==> config.mk <==
export PLATFORM = sky130hd
export DESIGN_NAME = rename_unit
export DESIGN_NICKNAME = d
export VERILOG_FILES = /design/src/verilog/rename_pkg.sv /design/src/verilog/id_tracker.sv /design/src/verilog/issue_stage.sv /design/src/verilog/register_free_list.sv /design/src/verilog/rename_unit.sv /design/src/verilog/renamer.sv
export VERILOG_INCLUDE_DIRS = /design/src /design/src/verilog
export SDC_FILE = /design/constraint.sdc
export NUM_CORES = 1
export LEC_CHECK = 0
export ABC_AREA = 1
export BUFFER_PORTS_ARGS = -buffer_cell sky130_fd_sc_hd__buf_2
export CORE_AREA = 10 10 310 282
export DETAILED_ROUTE_END_ITERATION = 6
export DIE_AREA = 0 0 320 292
export PLACE_DENSITY = 0.45
export SETUP_SLACK_MARGIN = 0.05
export SYNTH_ARGS = -nofsm -noshare
export SYNTH_HDL_FRONTEND = slang
export SYNTH_SLANG_ARGS = --single-unit
export TNS_END_PERCENT = 30
==> constraint.sdc <==
create_clock -name clk -period 8.78 [get_ports clk]
set_input_delay 0 -clock clk [delete_from_list [all_inputs] [get_ports clk]]
set_output_delay 0 -clock clk [all_outputs]
set_load 0.005 [all_outputs]
==> src/verilog/rename_cfg.svh <==
// Sizing macros for the rename front end; include wherever a register, id or port count is needed
`ifndef RENAME_CFG_SVH
`define RENAME_CFG_SVH

// Architectural register count, x0 included
`define ARCH_REGS 32

// Physical register count
// Upper half forms the initial free list
`define PHYS_REGS 64

// Instructions that may be in flight between decode and retire
`define MAX_IDS 8

// Source operands translated per instruction
`define READ_PORTS 2

`endif

==> src/verilog/rename_pkg.sv <==
// Types shared by the rename blocks; import wherever an address, id or packet is used
`include "rename_cfg.svh"

package rename_pkg;

    // Register and id numbers
    typedef logic [$clog2(`ARCH_REGS)-1:0] arch_addr_t;
    typedef logic [$clog2(`PHYS_REGS)-1:0] phys_addr_t;
    typedef logic [$clog2(`MAX_IDS)-1:0]   id_t;

    // Decode request as presented to the rename unit
    typedef struct packed {
        logic                          valid;
        logic                          uses_rd;
        arch_addr_t                    rd_addr;
        arch_addr_t [`READ_PORTS-1:0]  rs_addr;
    } decode_req_t;

    // Same-cycle rename answer back to decode
    typedef struct packed {
        phys_addr_t [`READ_PORTS-1:0]  phys_rs_addr;
        phys_addr_t                    phys_rd_addr;
        id_t                           id;
    } rename_resp_t;

    // Last renamed instruction, kept for a flush
    typedef struct packed {
        logic       stage_valid;
        logic       uses_rd;
        arch_addr_t rd_addr;
        id_t        id;
    } issue_packet_t;

    // Oldest instruction leaving the machine
    // uses_rd only set for a destination other than x0
    typedef struct packed {
        logic valid;
        id_t  id;
        logic uses_rd;
    } retire_packet_t;

endpackage

==> src/verilog/id_tracker.sv <==
// In-order instruction id allocator; gives decode the next id and names the oldest at retire
`timescale 1ns/10ps
`include "rename_cfg.svh"

module id_tracker
    import rename_pkg::*;
(
    input  logic           clk,
    input  logic           rst,
    input  logic           alloc,
    input  logic           alloc_uses_rd,
    input  logic           retire_strobe,
    output id_t            next_id,
    output retire_packet_t oldest,
    output logic           ids_full
);

    localparam int ID_W = $clog2(`MAX_IDS);

    id_t alloc_ptr;
    id_t retire_ptr;
    logic [ID_W:0] inflight;
    // Destination flag per id
    logic [`MAX_IDS-1:0] has_rd;

    ////////////////////////////////////////////////////////////////////////////
    // Allocation and retire pointers

    always_ff @(posedge clk) begin
        if (rst) begin
            alloc_ptr  <= '0;
            retire_ptr <= '0;
            inflight   <= '0;
        end else begin
            if (alloc) begin
                alloc_ptr <= alloc_ptr + 1'b1;
            end
            // Oldest always leaves first
            if (retire_strobe) begin
                retire_ptr <= retire_ptr + 1'b1;
            end
            case ({alloc, retire_strobe})
                2'b10:   inflight <= inflight + 1'b1;
                2'b01:   inflight <= inflight - 1'b1;
                default: inflight <= inflight;
            endcase
        end
    end

    // Recorded at allocation, read back at retire
    always_ff @(posedge clk) begin
        if (alloc) begin
            has_rd[alloc_ptr] <= alloc_uses_rd;
        end
    end

    assign next_id  = alloc_ptr;
    assign ids_full = (inflight == `MAX_IDS);

    // Retire view of the oldest instruction
    assign oldest.valid   = retire_strobe;
    assign oldest.id      = retire_ptr;
    assign oldest.uses_rd = has_rd[retire_ptr];

    // A retire with nothing outstanding would free a stale register
    retire_when_idle: assert property (@(posedge clk) disable iff (rst)
        retire_strobe |-> (inflight != '0))
        else $error("retire with no instruction in flight");

endmodule

==> src/verilog/issue_stage.sv <==
// Single-entry issue register; holds the instruction renamed last cycle so a flush can undo it
`timescale 1ns/10ps

module issue_stage
    import rename_pkg::*;
(
    input  logic          clk,
    input  logic          rst,
    input  logic          accept,
    input  logic          flush,
    input  decode_req_t   decode,
    input  id_t           id,
    output issue_packet_t issue
);

    logic       stage_valid;
    logic       uses_rd;
    arch_addr_t rd_addr;
    id_t        issue_id;

    ////////////////////////////////////////////////////////////////////////////
    // Occupancy

    // Only valid for the cycle right after an accept
    always_ff @(posedge clk) begin
        if (rst) begin
            stage_valid <= 1'b0;
        end else begin
            stage_valid <= accept & ~flush;
        end
    end

    ////////////////////////////////////////////////////////////////////////////
    // Payload

    // Destination and id of the accepted instruction
    always_ff @(posedge clk) begin
        if (accept) begin
            uses_rd  <= decode.uses_rd;
            rd_addr  <= decode.rd_addr;
            issue_id <= id;
        end
    end

    assign issue.stage_valid = stage_valid;
    assign issue.uses_rd     = uses_rd;
    assign issue.rd_addr     = rd_addr;
    assign issue.id          = issue_id;

endmodule

==> src/verilog/register_free_list.sv <==
// Circular queue of free physical registers; renamer pops on rename, pushes on init and retire
`timescale 1ns/10ps
`include "rename_cfg.svh"

module register_free_list
    import rename_pkg::*;
(
    input  logic       clk,
    input  logic       rst,
    input  logic       push,
    input  phys_addr_t push_data,
    input  logic       pop,
    input  logic       rollback,
    output phys_addr_t pop_data,
    output logic       empty,
    output logic       full
);

    // One slot per register outside the architectural set
    localparam int DEPTH = `PHYS_REGS - `ARCH_REGS;
    localparam int PTR_W = $clog2(DEPTH);

    phys_addr_t entries [DEPTH];
    logic [PTR_W-1:0] wr_ptr;
    logic [PTR_W-1:0] rd_ptr;
    logic [PTR_W:0] count;
    logic [PTR_W:0] count_up;
    logic [PTR_W:0] count_down;

    ////////////////////////////////////////////////////////////////////////////
    // Pointers and occupancy

    // Rollback hands back the last popped slot, so it counts as a push
    assign count_up   = {{PTR_W{1'b0}}, push} + {{PTR_W{1'b0}}, rollback};
    assign count_down = {{PTR_W{1'b0}}, pop};

    always_ff @(posedge clk) begin
        if (rst) begin
            wr_ptr <= '0;
            rd_ptr <= '0;
            count  <= '0;
        end else begin
            if (push) begin
                wr_ptr <= wr_ptr + 1'b1;
            end
            // Step back one entry; the popped value is still in the slot
            if (rollback) begin
                rd_ptr <= rd_ptr - 1'b1;
            end else if (pop) begin
                rd_ptr <= rd_ptr + 1'b1;
            end
            count <= count + count_up - count_down;
        end
    end

    ////////////////////////////////////////////////////////////////////////////
    // Storage

    always_ff @(posedge clk) begin
        if (push) begin
            entries[wr_ptr] <= push_data;
        end
    end

    // Head of queue, visible the cycle after its push
    assign pop_data = entries[rd_ptr];

    assign empty = (count == '0);
    assign full  = (count == DEPTH);

    ////////////////////////////////////////////////////////////////////////////
    // Checks

    // Stall logic upstream must keep renames away from an empty list
    pop_when_empty: assert property (@(posedge clk) disable iff (rst)
        pop |-> !empty)
        else $error("free list popped while empty");

    // More frees than registers means a double release somewhere
    push_when_full: assert property (@(posedge clk) disable iff (rst)
        push |-> !full)
        else $error("free list pushed while full");

endmodule

==> src/verilog/rename_unit.sv <==
// Top of the rename front end; wires map, free list, id tracker and issue stage, makes stall
`timescale 1ns/10ps

module rename_unit
    import rename_pkg::*;
(
    input  logic         clk,
    input  logic         rst,
    input  decode_req_t  decode,
    output rename_resp_t rename,
    output logic         stall,
    input  logic         flush,
    input  logic         retire_strobe,
    output logic         init_done
);

    logic           accept;
    logic           alloc_has_rd;
    logic           free_push;
    logic           free_pop;
    logic           free_rollback;
    logic           free_empty;
    logic           ids_full;
    phys_addr_t     free_push_data;
    phys_addr_t     free_pop_data;
    id_t            next_id;
    retire_packet_t oldest;
    issue_packet_t  issue;

    ////////////////////////////////////////////////////////////////////////////
    // Back-pressure

    // Held through init, empty free list or a full id window
    assign stall = ~init_done | free_empty | ids_full;

    // Flush cycle drops the request
    assign accept = decode.valid & ~stall & ~flush;

    // Destination other than x0
    assign alloc_has_rd = decode.uses_rd & (decode.rd_addr != '0);

    ////////////////////////////////////////////////////////////////////////////
    // Blocks

    renamer u_renamer (
        .clk            (clk),
        .rst            (rst),
        .decode         (decode),
        .accept         (accept),
        .id             (next_id),
        .issue          (issue),
        .flush          (flush),
        .retire         (oldest),
        .free_push      (free_push),
        .free_push_data (free_push_data),
        .free_pop       (free_pop),
        .free_rollback  (free_rollback),
        .free_pop_data  (free_pop_data),
        .rename         (rename),
        .init_done      (init_done)
    );

    // Full flag only feeds the list's own check
    register_free_list u_free_list (
        .clk       (clk),
        .rst       (rst),
        .push      (free_push),
        .push_data (free_push_data),
        .pop       (free_pop),
        .rollback  (free_rollback),
        .pop_data  (free_pop_data),
        .empty     (free_empty),
        .full      ()
    );

    id_tracker u_id_tracker (
        .clk           (clk),
        .rst           (rst),
        .alloc         (accept),
        .alloc_uses_rd (alloc_has_rd),
        .retire_strobe (retire_strobe),
        .next_id       (next_id),
        .oldest        (oldest),
        .ids_full      (ids_full)
    );

    issue_stage u_issue_stage (
        .clk    (clk),
        .rst    (rst),
        .accept (accept),
        .flush  (flush),
        .decode (decode),
        .id     (next_id),
        .issue  (issue)
    );

endmodule

==> src/verilog/renamer.sv <==
// Speculative register map with per-id old mappings; drives the free list and answers decode
`timescale 1ns/10ps
`include "rename_cfg.svh"

module renamer
    import rename_pkg::*;
(
    input  logic           clk,
    input  logic           rst,
    input  decode_req_t    decode,
    input  logic           accept,
    input  id_t            id,
    input  issue_packet_t  issue,
    input  logic           flush,
    input  retire_packet_t retire,
    output logic           free_push,
    output phys_addr_t     free_push_data,
    output logic           free_pop,
    output logic           free_rollback,
    input  phys_addr_t     free_pop_data,
    output rename_resp_t   rename,
    output logic           init_done
);

    localparam int AW = $clog2(`ARCH_REGS);

    // No entry for x0 since it reads as physical 0
    phys_addr_t spec_map [1:`ARCH_REGS-1];
    // Mapping each in-flight destination replaced
    phys_addr_t id_to_old [`MAX_IDS];
    // Old mapping of the instruction now in issue
    phys_addr_t rollback_phys;

    logic [AW:0] clear_index;
    logic        init_active;
    logic        rename_valid;
    logic        rollback;
    logic        retire_free;
    logic        map_we;
    arch_addr_t  map_widx;
    phys_addr_t  map_wdata;

    ////////////////////////////////////////////////////////////////////////////
    // Post-reset initialization

    // Walks 0..31 once; top bit set marks the end
    always_ff @(posedge clk) begin
        if (rst) begin
            clear_index <= '0;
        end else if (init_active) begin
            clear_index <= clear_index + 1'b1;
        end
    end

    assign init_active = ~clear_index[AW];
    assign init_done   = clear_index[AW];

    ////////////////////////////////////////////////////////////////////////////
    // Control strobes

    // Only real destinations take a register
    assign rename_valid = accept & decode.uses_rd & (decode.rd_addr != '0);

    // Undo the issue-stage rename
    assign rollback = flush & issue.stage_valid & issue.uses_rd & (issue.rd_addr != '0);

    // A flushed instruction has its slot zeroed and frees nothing
    // Same holds when the flush and its retire share a cycle
    assign retire_free = retire.valid & retire.uses_rd & (id_to_old[retire.id] != '0)
                         & ~(rollback & (retire.id == issue.id));

    ////////////////////////////////////////////////////////////////////////////
    // Free list side

    assign free_pop      = rename_valid;
    assign free_rollback = rollback;
    assign free_push     = init_active | retire_free;

    // Init loads 32..63 and later the retired old mappings
    assign free_push_data = init_active ? {1'b1, clear_index[AW-1:0]} : id_to_old[retire.id];

    ////////////////////////////////////////////////////////////////////////////
    // Speculative map

    // Init first, then rollback, then a new rename
    always_comb begin
        if (init_active) begin
            map_widx  = clear_index[AW-1:0];
            map_wdata = {1'b0, clear_index[AW-1:0]};
        end else if (rollback) begin
            map_widx  = issue.rd_addr;
            map_wdata = rollback_phys;
        end else begin
            map_widx  = decode.rd_addr;
            map_wdata = free_pop_data;
        end
    end

    // Entry 0 stays out of the write path
    assign map_we = (init_active | rollback | rename_valid) & (map_widx != '0);

    always_ff @(posedge clk) begin
        if (map_we) begin
            spec_map[map_widx] <= map_wdata;
        end
    end

    ////////////////////////////////////////////////////////////////////////////
    // Old mapping bookkeeping

    always_ff @(posedge clk) begin
        if (rename_valid) begin
            rollback_phys   <= spec_map[decode.rd_addr];
            id_to_old[id]   <= spec_map[decode.rd_addr];
        end else if (rollback) begin
            // Register went back to the list head already
            id_to_old[issue.id] <= '0;
        end
    end

    ////////////////////////////////////////////////////////////////////////////
    // Rename answer

    // Sources see the map before this cycle's write
    always_comb begin
        for (int i = 0; i < `READ_PORTS; i++) begin
            if (decode.rs_addr[i] == '0) begin
                rename.phys_rs_addr[i] = '0;
            end else begin
                rename.phys_rs_addr[i] = spec_map[decode.rs_addr[i]];
            end
        end
        rename.phys_rd_addr = rename_valid ? free_pop_data : '0;
        rename.id           = id;
    end

    ////////////////////////////////////////////////////////////////////////////
    // Checks

    // Physical 0 belongs to x0 alone
    for (genvar i = 0; i < `READ_PORTS; i++) begin : g_src_check
        phys0_reserved: assert property (@(posedge clk) disable iff (rst)
            (init_done && decode.rs_addr[i] != '0) |-> (rename.phys_rs_addr[i] != '0))
            else $error("source other than x0 reads physical register 0");
    end

    // A nonzero destination appears exactly when a rename pops the list
    rd_phys_nonzero: assert property (@(posedge clk) disable iff (rst)
        rename_valid == (rename.phys_rd_addr != '0))
        else $error("physical destination does not match the rename strobe");

endmodule
==> flow_summary.json, run 1 <==
{
  "grt_max_degree": 97,
  "ctsHoldBuffers": 10,
  "syn2layout_area_growth_pct": 12.42,
  "core_area_um2": 80640,
  "grt_pass1_wl_mm": 120.5,
  "finalMaxSlewViolations": 0,
  "viasPerCell": 5.357,
  "synthFlopType": "edfxtp_1",
  "p_int_mw": 4.030,
  "clock_latency_ns": 0.65,
  "layout.cells.most_common_list": "edfxtp_1 (449), nand2_1 (420), nor2_1 (336), o21ai_0 (327), a21oi_1 (189)",
  "tritoncts": "done",
  "grt_usage_pct": 16.83,
  "drt_iter0_markers": 2273,
  "rsz0062_at_grt": "no",
  "antenna_found_initial": 1,
  "routed_wl_mm": 82.06,
  "switching_power_mw": 1.364,
  "relSlewSlack_pct": 9.252,
  "setup_tns_ns": 0,
  "wire_per_inst_um": 22.77,
  "clockRootBuffer": "clkbuf_16",
  "grt_pass1_vias": 18420,
  "syn_nets": 2570,
  "io_buffers": 43,
  "arrival_ns": 4.03,
  "outcome": "finished clean",
  "cts.clk_slew.worst_paths_ns": 0.07,
  "end_kind": "register",
  "drt_pass1_iterations": 6,
  "die-height_um": 292,
  "clkPwrFrac_pct": 42.8,
  "worstPathRequired_ns": 8.97,
  "drive_gt1_share_pct": 7.314,
  "placed_area_um2": 25100,
  "fmax_ghz": 0.2600,
  "yosys_warnings": 0,
  "num_vias": 19300,
  "syn_avg_cell_area_um2": 9.516,
  "crit_type": "reg2reg",
  "fin_skew_ns": 0.07052,
  "dpl.hpwl_mm": 50.53,
  "clk_path_buf_depth": 3,
  "route.detailed.drc": 0,
  "synth_edf_count": 449,
  "clock-sinks": 490,
  "power_frac_comb_pct": 9.0,
  "gr-total-overflow": 0,
  "synth_cell_types": 40,
  "fp.dieArea_um2": 93440,
  "antenna_cells": 0,
  "htree_levels": 2,
  "hold_viol": 0,
  "synthTopCellsByArea": "edfxtp_1 (56%), o21ai_0 (6.9%), nand2_1 (6.6%)",
  "async_flop_share_pct": 0,
  "fin_area_um2": 26990,
  "antenna_left": 0,
  "num_rows": 99,
  "power_frac_seq_pct": 48.2,
  "nets": 2547,
  "syn_inst": 2523,
  "cts_setup_buffers": 0,
  "synth_top_cell_area_share_pct": 56.16,
  "die_w_um": 320,
  "max_cap_violations": 0,
  "cts_resized": 0,
  "swShare_pct": 25.29,
  "netlist_area_um2": 24010,
  "initial_core_util_pct": 29.77,
  "p_per_area_nw_per_um2": 199.9,
  "ir_worst_vdd_mv": 0.1520,
  "layout_commonest_cell": "edfxtp_1",
  "setup_viol": 0,
  "hp-class": "in2reg",
  "nFillCells": 8124,
  "cts_buffers": 55,
  "worst_pin_slew_ns": 1.358,
  "yosysSeqAreaShare_pct": 59.58,
  "gp_congestion": 0.8661,
  "p_leak_nw": 9.747,
  "period_share_pct": 43.81,
  "ys_ff_latch": 490,
  "critPathMaxFanout": 53,
  "timing.final.crit_period_ns": 3.846,
  "pin_count": 44,
  "synth_largest_area_cell": "edfxtp_1",
  "startpoint_type": "register"
}
## per-layer routing
metal | vias to the layer above | global-route usage (%) | part of all wire, %
li1 | 8862 | - | -
met1 | 9379 | 23.79 | 45
met2 | 905 | 25.84 | 44
met3 | 156 | 2.759 | 7.8
met4 | 0 | 5.664 | 3.1
met5 | - | 0 | 0
## metrics by stage
step / utilization (%) / std cells / power (mW) / setup slack, ns / hold WS (ns)
final: 33.47 / 3603 / 5.394 / 4.934 / 0.09612
after global routing: 33.47 / 3603 / 5.579 / 4.546 / 0.06560
after CTS: 33.47 / 3603 / 5.441 / 4.935 / 0.03176
after detailed placement: 31.12 / 3493 / 3.123 / 4.947 / 0.2685
after global placement: 31.12 / 3493 / 3.119 / 5.029 / 0.2672
after floorplan: - / 2523 / 2.938 / 5.804 / 0.09887
## cell usage after synthesis, types with 11 or more instances
cell type,count
edfxtp_1,449
nand2_1,421
nor2_1,336
o21ai_0,331
a21oi_1,190
nand3_1,171
inv_1,159
clkbuf_1,102
o211ai_1,70
buf_2,44
dfxtp_1,41
o221ai_1,28
ha_1,23
o22ai_1,22
o31ai_1,16
buf_1,11
## registers in the layout, indices dropped and copies added, names as in the netlist, named ones only
| register | flops |
|---|---|
| u_free_list.count | 6 |
| u_free_list.entries | 192 |
| u_free_list.rd_ptr | 5 |
| u_free_list.wr_ptr | 5 |
| u_id_tracker.has_rd | 8 |
| u_id_tracker.inflight | 4 |
| u_id_tracker.next_id | 3 |
| u_id_tracker.retire_ptr | 3 |
| u_issue_stage.issue_id | 3 |
| u_issue_stage.rd_addr | 5 |
| u_issue_stage.stage_valid | 1 |
| u_issue_stage.uses_rd | 1 |
| u_renamer.clear_index | 6 |
| u_renamer.id_to_old | 48 |
| u_renamer.rollback_phys | 6 |
| u_renamer.spec_map | 186 |
## cell type report
cell class / instances / area, um^2 / share of cell area [%]
clock buffer: 72 / 1491 / 5.526
clock inverter: 28 / 301.5 / 1.117
inverter: 173 / 651.9 / 2.415
multi-input combinational: 1696 / 8362 / 30.98
sequential: 490 / 14310 / 53.01
tap: 1060 / 1326 / 4.914
timing repair buffer: 84 / 550.5 / 2.040
## cell families (layout without fill, tap and decap cells)
logic type                 count (synthesis)  after routing  share of synthesized area, %
buffers and inverters                    337            357                         5.712
adders and majority gates                 26             26                         1.449
xor gates and xnor gates                  14             14                        0.5107
DFF                                      490            490                         59.58
muxes                                     10             10                        0.4169
AOI/OAI and AO/OA                        694            694                         16.24
and+or+nand+nor                          952            952                         16.09
## worst paths after layout
path	startpoint	end	slack, ns	cells after the start
setup / recovery	register	u_renamer.spec_map[7][1]	4.93	12
hold reg to reg	u_id_tracker.inflight[0]	u_id_tracker.inflight[0]	0.49	1
setup reg to reg	register	u_renamer.spec_map[7][1]	4.93	12
hold / removal	decode[11]	u_issue_stage.rd_addr[1]	0.1	2
## critical path, cell delays in order (launching register included)
cell      delay, ns
dfxtp_2        0.32
buf_4          0.49
clkinv_1       0.25
buf_4          0.33
nor2_1         0.18
o21ai_0        0.14
o211ai_1       0.20
nand3_1        0.13
nand3_1        0.12
nand2_1        0.11
nand2_1        0.07
nand2_1        0.05
nand2_1        0.97
## power by group through the flow
stage	clock, mW	sequential (mW)	combinational (mW)
after floorplan	0	2.64	0.299
final	2.31	2.60	0.487
after detailed placement	0	2.65	0.474
after CTS	2.36	2.60	0.479
after global routing	2.45	2.60	0.530
after global placement	0	2.65	0.471
(Power assumes the default switching activity.)
==> run 2, diff against run 1 <==
ABC_AREA = 0   (was 1)
CORE_AREA = 10 10 303 276   (was 10 10 310 282)
DIE_AREA = 0 0 313 286   (was 0 0 320 292)
clock period = 3.8 ns   (was 8.78 ns; I/O delays follow)
==> run 2 against run 1 <==
Effect of this change:
- sequential share of layout area increased by 0.59 points
- hold slack improved by 0.081 ns
- non-clock buffer count increased by 42
- via count decreased by 33%
- core utilization increased by 1.1 points
- critical path depth increased by 4
- combinational power increased by 110%
- global-route usage decreased by 2.9 points
- largest power group unchanged
- wire length decreased by 23%
- register-to-register slack got worse by 4.6 ns
- clock-buffer cell count decreased by 9
- power increased by 130%
==> flow_summary.json, run 2 <==
{
  "outcome": "finished clean",
  "clk_path_buf_depth": 3,
  "tritoncts": "done",
  "fmax_ghz": 0.2850,
  "io_buffers": 43,
  "hold_viol": 0,
  "clockRootBuffer": "clkbuf_16",
  "worstHoldPathCells": 2,
  "grt_usage_pct": 13.90,
  "largest-register": "u_free_list.entries",
  "layout_commonest_cell": "edfxtp_1",
  "antenna_found_initial": 1,
  "cpPeakStageDelay_ns": 0.48,
  "clock_latency_ns": 0.63,
  "largest_reg_flops": 192,
  "yosysSeqAreaShare_pct": 62.47,
  "routed_wl_mm": 63.57,
  "worst_pin_slew_ns": 1.085,
  "cts_buffers": 54,
  "finalMaxSlewViolations": 0,
  "wire_per_inst_um": 25.12,
  "worst_slack_ns": 0.2908,
  "crit_type": "reg2reg",
  "synth_common_cells": "edfxtp_1 (449), mux4_2 (197), nor2_1 (126)",
  "num_vias": 12890,
  "reg_top3": "u_free_list.entries x192, u_renamer.spec_map x186, u_renamer.id_to_old x48",
  "initial_core_util_pct": 29.67,
  "viasPerCell": 5.096,
  "worstPathRequired_ns": 4.28,
  "fp.dieArea_um2": 89520,
  "rr_endpoint": "u_free_list.count[5]",
  "drive_gt1_share_pct": 29.71,
  "pre_cts_slack_ns": 0.1424,
  "num_rows": 97,
  "arrival_ns": 3.99,
  "route.detailed.drc": 0,
  "synth_largest_area_cell": "edfxtp_1",
  "async_flop_share_pct": 0,
  "synth.most_common_cell": "edfxtp_1",
  "fin_skew_ns": 0.05614,
  "syn_nets": 1398,
  "p_per_area_nw_per_um2": 471.5,
  "cpMostUsedCell": "ha_1",
  "gp_congestion": 0.7934,
  "nets": 1493,
  "cts.clk_slew.worst_paths_ns": 0.06,
  "fin_util_pct": 34.59,
  "yosys_warnings": 0,
  "path_delay_family": "compound AO/OA/AOI/OAI gates",
  "fin_area_um2": 26700,
  "hold_end": "u_issue_stage.uses_rd",
  "drt_iter0_markers": 990,
  "grt_pass1_wl_mm": 92.65,
  "crit_buf_inv": 3,
  "htree_levels": 2,
  "netlist_area_um2": 22900,
  "period_share_pct": 92.35,
  "relSlewSlack_pct": 27.46,
  "layout.cells.most_common_list": "edfxtp_1 (449), mux4_2 (197), nor2_1 (123), buf_4 (74), mux2i_1 (71)",
  "syn_inst": 1351,
  "antenna_left": 0,
  "timing.final.crit_period_ns": 3.509,
  "end_kind": "register",
  "critPathMaxFanout": 5,
  "clock-sinks": 490,
  "die-height_um": 286,
  "placed_area_um2": 24700,
  "antenna_cells": 0,
  "slowest_stage": "mux4_2",
  "synth_edf_count": 449,
  "syn2layout_area_growth_pct": 16.59,
  "cts_setup_buffers": 0,
  "max_cap_violations": 0,
  "core_area_um2": 77190,
  "setup_tns_ns": 0,
  "hp-start": "decode[15]",
  "cp_num_cells": 16,
  "syn_avg_cell_area_um2": 16.95,
  "path_cells": "buf_4 -> mux4_2 -> mux2_2 -> nor4_2 -> a22oi_2 -> ha_1 -> inv_1 -> ha_1 -> inv_1 -> ha_1 -> a21o_1 -> a21oi_1 -> o21bai_1 -> a21oi_1 -> xnor2_1 -> nor2_1",
  "synthFlopType": "edfxtp_1",
  "drt_pass1_iterations": 6,
  "synth_cell_types": 53,
  "hold_slack_ns": 0.1773,
  "setup_viol": 0,
  "ir_worst_vdd_mv": 0.3250,
  "gr-total-overflow": 0,
  "ys_ff_latch": 490,
  "p_leak_nw": 8.822,
  "synth_top_cell_area_share_pct": 58.88,
  "synthTopCellsByArea": "edfxtp_1 (59%), mux4_2 (19%), dfxtp_1 (3.6%)",
  "startpoint_type": "register",
  "dpl.hpwl_mm": 41.26,
  "die_w_um": 313,
  "rsz0062_at_grt": "no",
  "grt_pass1_vias": 13080,
  "ff2ff_setup_slack_ns": 0.29,
  "hp-class": "in2reg",
  "r2r.worst_path.cells": 16,
  "pin_count": 44,
  "grt_max_degree": 58
}
==> run 2: worst max-delay path by stage <==
| stage | startpoint | endpoint | slack (ns) |
|---|---|---|---|
| floorplan | register | u_free_list.count[5] | 0.20 |
| global placement | register | u_free_list.count[5] | 0.18 |
| detailed placement | register | u_free_list.count[5] | 0.14 |
| CTS | register | u_free_list.count[5] | 0.14 |
| global route | register | u_free_list.count[5] | 0.08 |
| finish | register | u_free_list.count[5] | 0.29 |
==> run 2: cells by family (layout without fill, tap and decap cells) <==
family	count (synthesis)	count (layout)	synth area share [%]
compound gates	150	150	4.268
xor+xnor	22	22	0.8415
fa+ha+maj	26	26	1.519
buf+inv	121	261	2.197
flops	490	490	62.47
mux	289	289	23.51
simple gates	253	253	5.196
==> run 2: final cells by class <==
| type | count | area [um^2] |
|---|---|---|
| fill | 7397 | 50490 |
| sequential | 490 | 14310 |
| multi-input combinational | 740 | 8152 |
| clock buffer | 63 | 1395 |
| tap | 1039 | 1300 |
| timing repair buffer | 126 | 905.9 |
| clock inverter | 38 | 508.0 |
| inverter | 34 | 127.6 |
==> run 2: per-layer routing <==
layer  GRT usage [%]  up-vias  part of all wire [%]  wire length [um]
met2           21.00      386                    45             28510
met5               0        -                     0                 0
met4           3.214        0                   1.9              1207
met1           20.45     6736                    47             29910
met3           2.617       74                   6.2              3935
li1                -     5697                     -                 -
==> run 2: repair_timing <==
action,CTS,global route
hold buffers,9,0
endpoints found under the hold margin,32,0
endpoints found under the setup margin,0,1
gates resized for setup,0,2
==> run 2: report_power, final <==
group          switching, mW  leakage [nW]  total (mW)  internal (mW)
clock                   2.24         0.926        5.57           3.33
combinational          0.597          3.49        1.01          0.417
sequential            0.0441          4.41        6.01           5.96
==> run 2: metrics by stage <==
stage                     total power, mW  instances
final                               12.59       2530
after global routing                13.05       2530
after CTS                           12.75       2530
after detailed placement            7.140       2420
after global placement              7.134       2420
after floorplan                     6.778       1351
==> run 2: worst reg2reg max path, delay by kind of cell, from the launching register on <==
family	cells	cell delay, ns
compound gates	5	0.85
xor+xnor	1	0.14
fa+ha+maj	3	0.65
buf+inv	3	0.29
flops	1	0.42
mux	2	0.79
simple gates	2	0.23
==> run 3, diff against run 2 <==
CORE_AREA = 5 5 298 271   (was 10 10 303 276)
DIE_AREA = 0 0 303 276   (was 0 0 313 286)
SETUP_SLACK_MARGIN = 0.4   (was 0.05)
==> run 3 against run 2 <==
Effect of this change:
- cell count increased by 0.16%
- maximum frequency rose by 4.6%
- hold slack lost 0.098 ns
- wire length up 1.3%
- critical endpoint unchanged
- largest power group unchanged
- highest routed layer unchanged
==> flow_summary.json, run 3 (same netlist as run 2, synthesis figures left out) <==
{
  "outcome": "finished clean",
  "grt_pass1_vias": 13280,
  "clock_latency_ns": 0.62,
  "tritoncts": "done",
  "critPathMaxFanout": 5,
  "pin_count": 44,
  "rsz0062_at_grt": "yes",
  "routed_wl_mm": 64.40,
  "hold_slack_ns": 0.07895,
  "timing.final.crit_period_ns": 3.353,
  "relSlewSlack_pct": 23.98,
  "placed_area_um2": 24760,
  "num_rows": 97,
  "htree_levels": 2,
  "antenna_found_initial": 0,
  "drt_pass1_iterations": 7,
  "fin_area_um2": 26690,
  "grt_usage_pct": 15.17,
  "cts.clk_slew.worst_paths_ns": 0.06,
  "max_cap_violations": 0,
  "clockRootBuffer": "clkbuf_16",
  "fmax_ghz": 0.2982,
  "hp-class": "in2reg",
  "antenna_cells": 0,
  "route.detailed.drc": 0,
  "grt_max_degree": 58,
  "nFillCells": 7427,
  "worstPathRequired_ns": 4.27,
  "dpl.hpwl_mm": 41.58,
  "setup_tns_ns": 0,
  "num_vias": 13040,
  "p_per_area_nw_per_um2": 456.4,
  "fin_util_pct": 34.58,
  "initial_core_util_pct": 29.67,
  "viasPerCell": 5.145,
  "drive_gt1_share_pct": 30.43,
  "worst_pin_slew_ns": 1.128,
  "fin_skew_ns": 0.04588,
  "layout_commonest_cell": "edfxtp_1",
  "clock-sinks": 490,
  "syn2layout_area_growth_pct": 16.55,
  "crit_type": "reg2reg",
  "finalPower_mw": 12.18,
  "core_area_um2": 77190,
  "startpoint_type": "register",
  "fp.dieArea_um2": 83630,
  "drt_iter0_markers": 1102,
  "wire_per_inst_um": 25.41,
  "antenna_left": 0,
  "largest-register": "u_free_list.entries",
  "seq_area_um2": 14320,
  "period_share_pct": 88.25,
  "gp_congestion": 0.7992,
  "largest_reg_flops": 192,
  "layout.cells.most_common_list": "edfxtp_1 (449), mux4_2 (197), nor2_1 (123), buf_4 (85), mux2i_1 (70)",
  "nets": 1502,
  "end_kind": "register",
  "die_w_um": 303,
  "arrival_ns": 3.82,
  "reg_top3": "u_free_list.entries x192, u_renamer.spec_map x186, u_renamer.id_to_old x48",
  "io_buffers": 43,
  "ir_worst_vdd_mv": 0.3081,
  "cts_buffers": 52,
  "setup_viol": 0,
  "multi_input_area_um2": 8227,
  "clk_path_buf_depth": 3,
  "finalMaxSlewViolations": 0,
  "p_leak_nw": 8.794,
  "grt_pass1_wl_mm": 93.83,
  "gr-total-overflow": 0,
  "hold_viol": 0,
  "die-height_um": 276
}
## run 3: cell types whose count changed in the layout (fill, tap and decap cells not counted), sizes merged
cell         before  now
bufinv           10    6
clkinv           25   17
clkinvlp          2    5
dlygate4sd3       9    7
clkbuf           63   65
buf             117  130
## run 3: what timing repair did
item | in CTS | in global routing
setup buffers | 0 | 9
endpoints found under the setup margin | 2 | 100
cloned | 0 | 0
pin swaps | 0 | 9
endpoints found under the hold margin | 36 | 0
hold buffers | 7 | 0
resized for setup | 3 | 13
## run 3: final timing paths
check,from,endpoint,slack [ns],cells past startpoint
max,register,u_free_list.count[5],0.45,16
min reg2reg,u_free_list.rd_ptr[2],register,0.49,2
min,decode[12],u_issue_stage.rd_addr[2],0.08,2
max reg2reg,register,u_free_list.count[5],0.45,16
## run 3: report_power, final
part / total (mW) / internal, mW / switching (mW)
Clock: 5.13 / 2.95 / 2.19
Combinational: 1.04 / 0.429 / 0.609
Sequential: 6.01 / 5.96 / 0.0464
## run 3: per-stage QoR
step	instances	setup WS [ns]
2_1_floorplan	1351	0.4011
3_3_place_gp	2424	0.3291
3_5_place_dp	2424	0.3241
4_1_cts	2525	0.4005
5_1_grt	2534	0.2468
6_report	2534	0.4465
## run 3: worst max-delay path, stage by stage (launching register included)
cell and delay, ns:
dfxtp_4 0.38, buf_12 0.12, mux4_2 0.48, mux2_4 0.30, nor4_4 0.30, a22oi_2 0.16, ha_4 0.19, inv_2 0.06
ha_4 0.21, inv_4 0.06, ha_4 0.18, a21o_1 0.16, a21oi_2 0.17, o21bai_1 0.09, a21oi_1 0.17, xnor2_1 0.13
nor2_1 0.05
## run 3: area by class of cell
| cell class | count | area share (%) |
|---|---|---|
| tap | 1039 | 4.871 |
| clock buffer | 65 | 5.059 |
| inverter | 34 | 0.4876 |
| sequential | 490 | 53.64 |
| clock inverter | 29 | 1.360 |
| multi-input combinational | 740 | 30.83 |
| timing repair buffer | 137 | 3.760 |
## run 3: per-layer routing
metal  wire [um]  track usage, %  up-vias
met1       29690           22.48     6825
li1            -               -     5719
met5           0               0        -
met3        4169           2.856       81
met2       29060           23.13      412
met4        1474           3.717        0
